## src/hdl/accel_params.svh

```systemverilog
`ifndef ACCEL_PARAMS_SVH
`define ACCEL_PARAMS_SVH

////////////////////
// memory side
////////////////////

// byte address into shared memory
`define ADDR_W 64
// one cacheline of write data
`define LINE_BITS 1024
`define LINE_BYTES 128

////////////////////
// edge data
////////////////////

// one edge data word, 4 bytes
`define DATA_W 32
`define DATA_BYTES 4
// words per cacheline
`define SLOTS 32
`define INDEX_W 32
`define CU_ID_W 8
// raw configuration word from the host
`define CFG_W 64

////////////////////
// flow control
////////////////////

// issue queue entries, also initial edge source credits
`define QUEUE_DEPTH 8
// command credits granted by memory side after reset
`define MEM_CREDITS 4

`endif

```

## src/hdl/cu_ctrl_pkg.sv

```systemverilog
`default_nettype none

`include "accel_params.svh"

package cu_ctrl_pkg;

	////////////////////
	// edge source
	////////////////////

	// one edge data write from the compute unit
	typedef struct packed {
		logic [`INDEX_W-1:0] index;
		logic [`DATA_W-1:0]  data;
		logic [`CU_ID_W-1:0] cu_id_x;
		logic [`CU_ID_W-1:0] cu_id_y;
	} edge_write_t;

	////////////////////
	// configuration
	////////////////////

	// decoded config word
	// abort_code already folded into the legal 0..4 range
	typedef struct packed {
		logic [2:0] abort_code;
		// set selects modified state write
		logic       write_ms;
	} cfg_fields_t;

endpackage

`default_nettype wire

```

## src/hdl/cu_config_regs.sv

```systemverilog
`timescale 1ns/1ns
`default_nettype none

`include "accel_params.svh"

module cu_config_regs (
	input  logic                     clock,
	input  logic                     rstn,
	input  logic                     enable_in,
	input  logic [`CFG_W-1:0]        cfg_word,
	input  logic [`ADDR_W-1:0]       base_addr,
	input  logic                     base_valid,
	output logic                     enabled,
	output cu_ctrl_pkg::cfg_fields_t cfg,
	output logic [`ADDR_W-1:0]       base
);

	// field positions in the config word
	localparam int ABORT_LO = 15;
	localparam int WRITE_MS_BIT = 19;
	// highest legal abort code (pref)
	localparam logic [2:0] ABORT_MAX = 3'd4;

	logic [`CFG_W-1:0] cfg_stored;
	logic [2:0]        abort_raw;

	////////////////////
	// enable
	////////////////////

	always_ff @(posedge clock or negedge rstn) begin
		if (!rstn) begin
			enabled <= 1'b0;
		end else begin
			enabled <= enable_in;
		end
	end

	////////////////////
	// config and base
	////////////////////

	always_ff @(posedge clock or negedge rstn) begin
		if (!rstn) begin
			cfg_stored <= '0;
			base       <= '0;
		end else if (enabled) begin
			// zero word means keep current config
			if (|cfg_word) begin
				cfg_stored <= cfg_word;
			end
			if (base_valid) begin
				base <= base_addr;
			end
		end
	end

	////////////////////
	// decode
	////////////////////

	always_comb begin
		abort_raw = cfg_stored[ABORT_LO +: 3];
		// codes 5..7 undefined, fall back to strict
		cfg.abort_code = (abort_raw > ABORT_MAX) ? 3'd0 : abort_raw;
		cfg.write_ms   = cfg_stored[WRITE_MS_BIT];
	end

endmodule

`default_nettype wire

```

## config.mk

```make
export PLATFORM = sky130hd
export DESIGN_NAME = cu_config_regs
export DESIGN_NICKNAME = d
export VERILOG_FILES = /design/src/hdl/cu_ctrl_pkg.sv /design/src/hdl/cu_config_regs.sv
export VERILOG_INCLUDE_DIRS = /design/src /design/src/hdl
export SDC_FILE = /design/constraint.sdc
export NUM_CORES = 1
export LEC_CHECK = 0
export ABC_AREA = 1
export BUFFER_PORTS_ARGS = -buffer_cell sky130_fd_sc_hd__buf_2
export CAP_MARGIN = 20
export CORE_ASPECT_RATIO = 0.75
export CORE_MARGIN = 4
export CORE_UTILIZATION = 37
export DETAILED_ROUTE_END_ITERATION = 6
export GPL_TIMING_DRIVEN = 0
export HOLD_SLACK_MARGIN = 0.15
export PLACE_DENSITY = 0.84
export SYNTH_ARGS = -nofsm -noshare
export SYNTH_HDL_FRONTEND = slang
export SYNTH_SLANG_ARGS = --single-unit
```

## constraint.sdc

```tcl
create_clock -name clock -period 1.27 [get_ports clock]
set_input_delay 0.0635 -clock clock [delete_from_list [all_inputs] [get_ports clock]]
set_output_delay 0.0635 -clock clock [all_outputs]
set_load 0.03 [all_outputs]
```

==> flow_metrics.py, run 1 <==
metrics = {
    "synthesis": {
        "netlist.area_leader.share_pct": 59.8,
        "syn-num-nets": 355,
        "netlist_instances": 223,
        "synth-simple-area-share_pct": 10.9,
        "synth.area.top_cells": "dfrtp_1, mux2_2, nor2_1",
        "syn-cell-area_sq_um": 2890,
        "avgSynthCellArea_sq_um": 12.9,
        "ys_seq_elements": 69,
        "synth_top_family_by_area": "multiplexers",
        "muxShareOfSynthArea_pct": 25.6,
        "yosysWarningCount": 0,
        "synth_top_area_cell": "dfrtp_1",
        "synth_xor_area_share_pct": 0,
        "synthAdderAreaFrac_pct": 0,
        "synth_cell_types": 12,
        "synth_compound_area_share_pct": 0.260,
        "ys_seq_area_share_pct": 59.8,
    },
    "power_and_ir_drop": {
        "irDropWorstVdd_mv": 0.647,
        "powerDensity_nw_per_um2": 1300,
        "power_leakage_nw": 2.55,
    },
    "floorplan": {
        "die_h_um": 84.5,
        "dieWidth_um": 110,
        "core_sq_um": 7470,
        "initial_core_util_pct": 38.6,
        "die-area_sq_um": 9290,
        "ioPinCount": 201,
        "rows": 27,
    },
    "clock_network": {
        "clock_latency_ns": 0.33,
        "clock_sinks": 69,
        "path_clk_slew_ns": 0.08,
        "cts_tree": "yes",
        "numCtsBuffers": 9,
        "clockBufferDepth": 2,
        "cts_root_buf": "clkbuf_8",
        "h-tree-depth": 3,
    },
    "critical_path": {
        "crit_required_ns": 1.48,
        "worstPathArrival_ns": 1.46,
        "worstReg2RegStart": "enabled",
        "reg2reg_setup_slack_ns": 0.01,
        "crit_start": "enabled",
        "r2r_end": "base[24]",
        "reg2regPathDepth": 3,
        "critPathLaunchType": "flip-flop",
        "cp-endpoint": "base[24]",
        "path_class": "reg2reg",
        "worstSetupEndpointType": "flip-flop",
        "critPathMaxFanout": 10,
    },
    "sta": {
        "setup_violations": 0,
        "hold_violations": 0,
        "worst_slack_ns": 0.0138,
        "fmax_ghz": 0.796,
        "tns_ns": 0,
        "min_period_ns": 1.26,
        "finalMaxSlewViolations": 0,
        "worstMarginPinSlew_ns": 0.855,
        "rsz0062_at_grt": "yes",
        "final.setup_skew_ns": 0.00861,
        "maxSlewHeadroom_pct": 43.0,
        "period_share_pct": 98.9,
    },
    "route": {
        "drt-total-wl_um": 9280,
        "ant_nets": 0,
        "dr.pass1.iters": 4,
        "drt-initial-drc-count": 86,
        "routed_via_density": 4.41,
        "via_count": 2688,
        "drc_errors": 0,
        "post_drt_wl_per_cell_um": 15.2,
    },
    "flow_run": {
        "cap_viol_max_count": 0,
    },
    "status": {
        "status": "completed",
    },
    "placed_design": {
        "place_inst": 524,
        "place_congestion": 0.904,
        "portBuffers": 200,
        "place_hpwl_um": 6110,
        "place_ws_ns": -0.0947,
    },
    "global_route": {
        "grt-busiest-layer": "met2",
        "grt_max_degree": 70,
        "grt_use_total_pct": 20.5,
        "use_met2_pct": 35.9,
        "grtUsageMet3_pct": 7.15,
        "global_route.usage.met1_pct": 23.9,
        "grt_first_pass_wirelength_um": 14700,
        "overflow": 0,
        "first_global_vias": 2908,
        "antenna_found_initial": 0,
    },
    "final_layout": {
        "synthToLayoutAreaGrowth_pct": 73.7,
        "layoutNonFillerInstCount": 610,
        "num_antenna_cells": 0,
        "drive_gt1_share_pct": 57.6,
        "nNetsFinal": 636,
        "post-route-util_pct": 67.1,
    },
    "worst_hold_path": {
        "hold_path_class": "in2reg",
    },
}
[through the flow]
step	area [sq um]	power [mW]	hold WS [ns]
after floorplan	2940	3.80	-0.232
after global placement	4070	4.42	0.174
after detailed placement	4070	4.48	0.175
after CTS	5000	6.58	0.179
after global routing	5010	6.89	0.178
final	5010	6.53	0.196
[per-layer routing]
layer	share of wire (%)	wire (um)
met3	9.3	866
met1	39	3610
met5	0	0
met2	51	4700
met4	1.1	103
[layout make-up]
cell class | count | area (sq um)
Fill cell | 556 | 2450
Sequential cell | 69 | 1730
Timing Repair Buffer | 270 | 1710
Multi-Input combinational cell | 145 | 1130
Clock buffer | 12 | 165
Tap cell | 101 | 126
Buffer | 7 | 90.1
Clock inverter | 4 | 53.8
Inverter | 2 | 7.51
[how the worst min path moves through the flow]
stage	startpoint	to	slack [ns]	cells after the start
3_5_place_dp	enable_in	enabled	0.18	1
4_1_cts	base_valid	base[30]	0.18	3
5_1_grt	base_valid	base[63]	0.18	3
6_report	base_valid	base[63]	0.20	3
3_3_place_gp	enable_in	enabled	0.17	1
2_1_floorplan	rstn	base[0]	-0.23	0
[flip-flops by register name (all words and copies together), names as in the netlist]
name        flops
base           64
cfg_stored      4
enabled         1
[kinds of logic after synthesis]
logic type      after synthesis
simple gates                 80
flops                        69
buf+inv                       9
mux                          64
compound gates                1
[worst max-delay path, stage by stage (launching register included)]
cell      delay [ns]
dfrtp_2         0.45
nand2_8         0.13
clkbuf_8        0.20
mux2_2          0.35
[synth_stat cells]
cell,n
dfrtp_1,69
mux2_2,59
nor2_1,44
nand2_1,30
clkbuf_8,6
mux2_4,5
nand3_1,4
inv_1,2
buf_4,1
nand2_4,1
nor3_1,1
o21a_1,1
[where the power goes]
group,internal [mW],switching (mW),leakage (nW),total [mW]
clock network,1.08,0.824,0.105,1.90
registers,2.51,0.170,0.810,2.68
logic,0.849,1.10,1.63,1.95
total,4.44,2.09,2.55,6.53
[cells in the final DEF (no fill, tap or decap), drive strengths merged]
| master | Yosys | routed |
|---|---|---|
| o21a | 1 | 1 |
| nor2 | 44 | 44 |
| nand2 | 31 | 31 |
| mux2 | 64 | 64 |
| bufinv | 0 | 1 |
| clkinvlp | 0 | 2 |
| nand3 | 4 | 4 |
| dlygate4sd3 | 0 | 70 |
| dfrtp | 69 | 69 |
| inv | 2 | 3 |
| clkbuf | 6 | 19 |
| nor3 | 1 | 1 |
| buf | 1 | 200 |
[timing repair]
action,in CTS,in global routing
endpoints found under the setup margin,60,23
hold buffers,70,0
endpoints found under the hold margin,138,0
resized for setup,1,5
setup buffers,1,0
pin swaps,0,3
Note: power is estimated with default switching activity, not from simulation.
==> run 2: changes to the inputs <==
GPL_ROUTABILITY_DRIVEN = 0   (was default)
SETUP_SLACK_MARGIN = 0.02   (was default)
==> flow_metrics.py, run 2 (same netlist as run 1, synthesis figures left out) <==
metrics = {
    "sta": {
        "period_share_pct": 97.3,
        "rsz0062_at_grt": "yes",
        "final.setup_skew_ns": 0.00691,
        "holdWs_ns": 0.308,
        "worstMarginPinSlew_ns": 0.844,
        "worst_slack_ns": 0.0338,
        "finalMaxSlewViolations": 0,
        "hold_violations": 0,
        "fmax_ghz": 0.809,
        "min_period_ns": 1.24,
        "maxSlewHeadroom_pct": 43.7,
        "setup_violations": 0,
    },
    "critical_path": {
        "cp.buffers_inverters": 1,
        "crit_start": "enabled",
        "path_class": "reg2reg",
        "worstPathArrival_ns": 1.45,
        "worstSetupEndpointType": "flip-flop",
        "max_stage_delay_ns": 0.44,
        "critPathLaunchType": "flip-flop",
        "r2r_end": "base[46]",
        "cp_top_family": "flip-flops",
        "reg2reg_setup_slack_ns": 0.03,
        "crit_required_ns": 1.48,
        "cp.depth": 3,
        "slowest_stage": "dfrtp_2",
        "cp-endpoint": "base[46]",
        "path_cells": "nand2_8, clkbuf_8, mux2_2",
        "critPathMaxFanout": 10,
        "reg2regPathDepth": 3,
        "worstReg2RegStart": "enabled",
    },
    "route": {
        "drt-initial-drc-count": 91,
        "drt-total-wl_um": 9440,
        "via_count": 2694,
        "dr.pass1.iters": 4,
        "drc_errors": 0,
        "ant_nets": 0,
        "post_drt_wl_per_cell_um": 15.4,
        "routed_via_density": 4.40,
    },
    "final_layout": {
        "largest_reg_flops": 64,
        "reg_top3": "base: 64 flops, cfg_stored: 4 flops, enabled: 1 flops",
        "final_common_cell": "buf_2",
        "layoutNonFillerInstCount": 612,
        "drive_gt1_share_pct": 57.7,
        "multi_input_area_sq_um": 1140,
        "fillCellCount": 566,
        "regMostFlops": "base",
        "num_antenna_cells": 0,
        "layout_common_cells": "buf_2, dlygate4sd3_1, dfrtp_1",
        "seqCellArea_sq_um": 1730,
        "nNetsFinal": 638,
        "synthToLayoutAreaGrowth_pct": 77.1,
    },
    "clock_network": {
        "cts_root_buf": "clkbuf_8",
        "path_clk_slew_ns": 0.07,
        "clock_sinks": 69,
        "numCtsBuffers": 9,
        "cts_tree": "yes",
        "clockBufferDepth": 2,
        "h-tree-depth": 3,
        "clock_latency_ns": 0.33,
    },
    "floorplan": {
        "ioPinCount": 201,
        "die-area_sq_um": 9290,
        "dieWidth_um": 110,
        "initial_core_util_pct": 38.6,
        "die_h_um": 84.5,
        "rows": 27,
        "core_sq_um": 7470,
    },
    "power_and_ir_drop": {
        "powerDensity_nw_per_um2": 1350,
        "irDropWorstVdd_mv": 0.767,
        "power_leakage_nw": 2.60,
        "p_total_mw": 6.90,
    },
    "placed_design": {
        "place_ws_ns": -0.0970,
        "place_hpwl_um": 6180,
        "portBuffers": 200,
        "place_inst": 524,
    },
    "global_route": {
        "grt_first_pass_wirelength_um": 14700,
        "grt_max_degree": 70,
        "antenna_found_initial": 0,
        "grt_use_total_pct": 20.4,
        "first_global_vias": 3004,
        "overflow": 0,
    },
    "flow_run": {
        "cap_viol_max_count": 0,
    },
    "status": {
        "status": "completed",
    },
    "worst_hold_path": {
        "hold_path_class": "in2reg",
    },
}
[run 2: cell count changes in the layout (fill, tap and decap cells not counted), moves of 2 or more]
cell,delta
buf_2,-2
buf_4,+5
bufinv_16,+2
clkbuf_16,+3
clkbuf_8,-5
[run 2: area by class of cell]
type	count	share of cell area [%]
Clock inverter	5	2.08
Multi-Input combinational cell	145	22.3
Timing Repair Buffer	272	33.8
Sequential cell	69	33.8
Buffer	7	2.45
Tap cell	101	2.47
Inverter	2	0.147
Clock buffer	11	2.96
[run 2: layer usage]
metal / part of all wire [%] / vias up / global-route usage (%)
li1: - / 1306 / -
met2: 51 / 113 / 36.7
met1: 39 / 1266 / 23.1
met3: 8.8 / 9 / 6.84
met5: 0 / - / 0
met4: 0.93 / 0 / 4.76
[run 2: where the power goes]
group          internal (mW)  switching [mW]
clock                   1.42           0.829
sequential              2.51           0.172
combinational          0.868            1.10
[run 2: repair_timing]
action / CTS / global route
gates cloned: 0 / 0
pin swaps: 1 / 7
resized for setup: 4 / 9
buffers inserted: 3 / 1
hold buffers: 70 / 0
endpoints found under the hold margin: 138 / 0
endpoints found under the setup margin: 60 / 28
[run 2: worst min-delay path by stage]
| stage | startpoint | endpoint | slack, ns | cells after the start |
|---|---|---|---|---|
| final | base_valid | base[31] | 0.31 | 4 |
| after global routing | base_valid | base[63] | 0.30 | 4 |
| after CTS | base_valid | base[63] | 0.28 | 4 |
| after detailed placement | enable_in | enabled | 0.18 | 1 |
| after global placement | enable_in | enabled | 0.17 | 1 |
| after floorplan | rstn | base[0] | -0.23 | 0 |
[run 2: per-stage QoR]
stage                     util (%)  cell area (sq um)  setup TNS, ns
after floorplan                  -               2940         -0.451
after global placement        54.5               4070         -13.85
after detailed placement      54.5               4070          -3.80
after CTS                     68.2               5090              0
after global routing          68.5               5110       -0.00552
final                         68.5               5110              0
[run 2: worst reg2reg max path: stages, from the launching register on]
cell	delay, ns
dfrtp_2	0.44
nand2_8	0.13
clkbuf_8	0.20
mux2_2	0.35
==> run 3: changes to the inputs <==
CORE_UTILIZATION = 41   (was 37)
CTS_CLUSTER_DIAMETER = 80   (was default)
MAX_ROUTING_LAYER = met4   (was default)
PLACE_DENSITY = 0.88   (was 0.84)
clock period = 1.35 ns   (was 1.27 ns; I/O delays follow)
==> flow_metrics.py, run 3 (same netlist as run 1, synthesis figures left out) <==
metrics = {
    "clock_network": {
        "numCtsBuffers": 9,
        "cts_root_buf": "clkbuf_8",
        "clockBufferDepth": 2,
        "h-tree-depth": 3,
        "clock_sinks": 69,
        "cts_tree": "yes",
        "clock_latency_ns": 0.33,
        "post_cts_buffers": 0,
        "path_clk_slew_ns": 0.07,
    },
    "critical_path": {
        "critPathMaxFanout": 10,
        "path_cells": "nand2_8, clkbuf_8, mux2_2",
        "max_stage_delay_ns": 0.48,
        "crit_required_ns": 1.56,
        "critPathLaunchType": "flip-flop",
        "worstPathArrival_ns": 1.50,
        "cp_top_family": "flip-flops",
        "path_class": "reg2reg",
        "worstSetupEndpointType": "flip-flop",
        "cp.buffers_inverters": 1,
        "slowest_stage": "dfrtp_2",
        "reg2regPathDepth": 3,
        "cp.depth": 3,
    },
    "status": {
        "status": "completed",
    },
    "sta": {
        "worstMarginPinSlew_ns": 0.843,
        "min_period_ns": 1.29,
        "final.setup_skew_ns": 0.0113,
        "finalMaxSlewViolations": 0,
        "worst_slack_ns": 0.0603,
        "period_share_pct": 95.5,
        "maxSlewHeadroom_pct": 43.8,
        "tns_ns": 0,
        "holdWs_ns": 0.203,
        "setup_violations": 0,
        "fmax_ghz": 0.775,
        "hold_violations": 0,
    },
    "power_and_ir_drop": {
        "intPower_mw": 4.27,
        "irDropWorstVdd_mv": 0.724,
        "power_leakage_nw": 2.49,
        "p_total_mw": 6.20,
        "seqPwrFrac_pct": 40.6,
        "p_switching_mw": 1.94,
        "swShare_pct": 31.2,
        "powerDensity_nw_per_um2": 1250,
        "p_clk_share_pct": 30.6,
        "p_comb_share_pct": 28.8,
    },
    "route": {
        "ant_nets": 0,
        "drt-total-wl_um": 8840,
        "via_count": 2668,
        "post_drt_wl_per_cell_um": 14.9,
        "routed_via_density": 4.50,
        "dr.pass1.iters": 4,
        "drt-initial-drc-count": 86,
        "drc_errors": 0,
    },
    "global_route": {
        "grt_max_degree": 70,
        "antenna_found_initial": 0,
        "first_global_vias": 2887,
        "grt_first_pass_wirelength_um": 14100,
        "grt_use_total_pct": 21.9,
        "overflow": 0,
    },
    "final_layout": {
        "num_antenna_cells": 0,
        "drive_gt1_share_pct": 57.4,
        "regMostFlops": "base",
        "layout_common_cells": "buf_2, dlygate4sd3_1, dfrtp_1",
        "largest_reg_flops": 64,
        "nNetsFinal": 636,
        "synthToLayoutAreaGrowth_pct": 71.4,
        "final_common_cell": "buf_2",
        "multi_input_area_sq_um": 1080,
        "reg_top3": "base: 64 flops, cfg_stored: 4 flops, enabled: 1 flops",
        "fillCellCount": 459,
        "seqCellArea_sq_um": 1730,
    },
    "floorplan": {
        "ioPinCount": 201,
        "rows": 26,
        "initial_core_util_pct": 42.2,
        "die_h_um": 80.7,
        "core_sq_um": 6830,
        "die-area_sq_um": 8460,
        "dieWidth_um": 105,
    },
    "placed_design": {
        "portBuffers": 200,
        "place_ws_ns": 0.00124,
        "place_hpwl_um": 5970,
    },
    "worst_hold_path": {
        "holdPathStages": 3,
        "hold_path_class": "in2reg",
    },
    "flow_run": {
        "cap_viol_max_count": 0,
    },
}
==> run 3: changes by cell type in the layout (fill, tap and decap cells not counted), moves of 3 or more <==
cell / before / now
clkbuf_8: 13 / 17
clkbuf_16: 3 / 0
mux2_4: 19 / 5
mux2_2: 45 / 59
buf_2: 195 / 199
buf_4: 8 / 2
==> run 3: routing by layer <==
metal	wire [um]	GRT usage (%)	part of all wire [%]	vias up
met5	0	-	0	-
met4	70	6.16	0.79	0
met3	634	6.43	7.2	9
met2	4620	38.4	52	106
met1	3510	24.7	40	1251
li1	-	-	-	1302
==> run 3: repair_timing <==
| item | 4_1_cts | 5_1_grt |
|---|---|---|
| hold buffers | 70 | 0 |
| gates resized for setup | 1 | 3 |
| endpoints found under the hold margin | 138 | 0 |
| endpoints found under the setup margin | 24 | 4 |
==> run 3: worst paths after layout <==
kind	slack, ns	end	startpoint
max	0.06	base[37]	enabled
min reg2reg	0.48	cfg_stored[19]	cfg_stored[19]
min	0.20	base[30]	base_valid
max in group asynchronous	0.34	enabled	rstn
max reg2reg	0.06	base[37]	enabled
min in group asynchronous	0.40	base[24]	rstn
==> run 3: final cells by class <==
type	count	area share, %
sequential	69	34.9
timing repair buffer	270	34.5
multi-input combinational	145	21.8
clock buffer	11	3.06
tap	84	2.13
buffer	7	1.82
clock inverter	5	1.64
inverter	2	0.152
==> run 3: stage by stage <==
stage	instances	utilization [%]	instance area, sq um
4_1_cts	593	72.3	4940
3_5_place_dp	507	58.5	4000
6_report	593	72.4	4940
3_3_place_gp	507	58.4	3990
5_1_grt	593	72.4	4940
2_1_floorplan	223	-	2890
==> run 3: power groups by stage <==
| stage | sequential [mW] | combinational, mW | clock, mW |
|---|---|---|---|
| 3_3_place_gp | 2.52 | 1.59 | 0 |
| 2_1_floorplan | 3.12 | 0.410 | 0 |
| 6_report | 2.52 | 1.79 | 1.90 |
| 3_5_place_dp | 2.55 | 1.62 | 0 |
| 5_1_grt | 2.56 | 1.90 | 2.06 |
| 4_1_cts | 2.51 | 1.79 | 1.97 |
==> run 3: worst min-delay path: cells and delay by family <==
| kind | cells | cell delay (ns) |
|---|---|---|
| multiplexers | 1 | 0.16 |
| buffers and inverters | 1 | 0.13 |
| AND/OR/NAND/NOR | 1 | 0.13 |
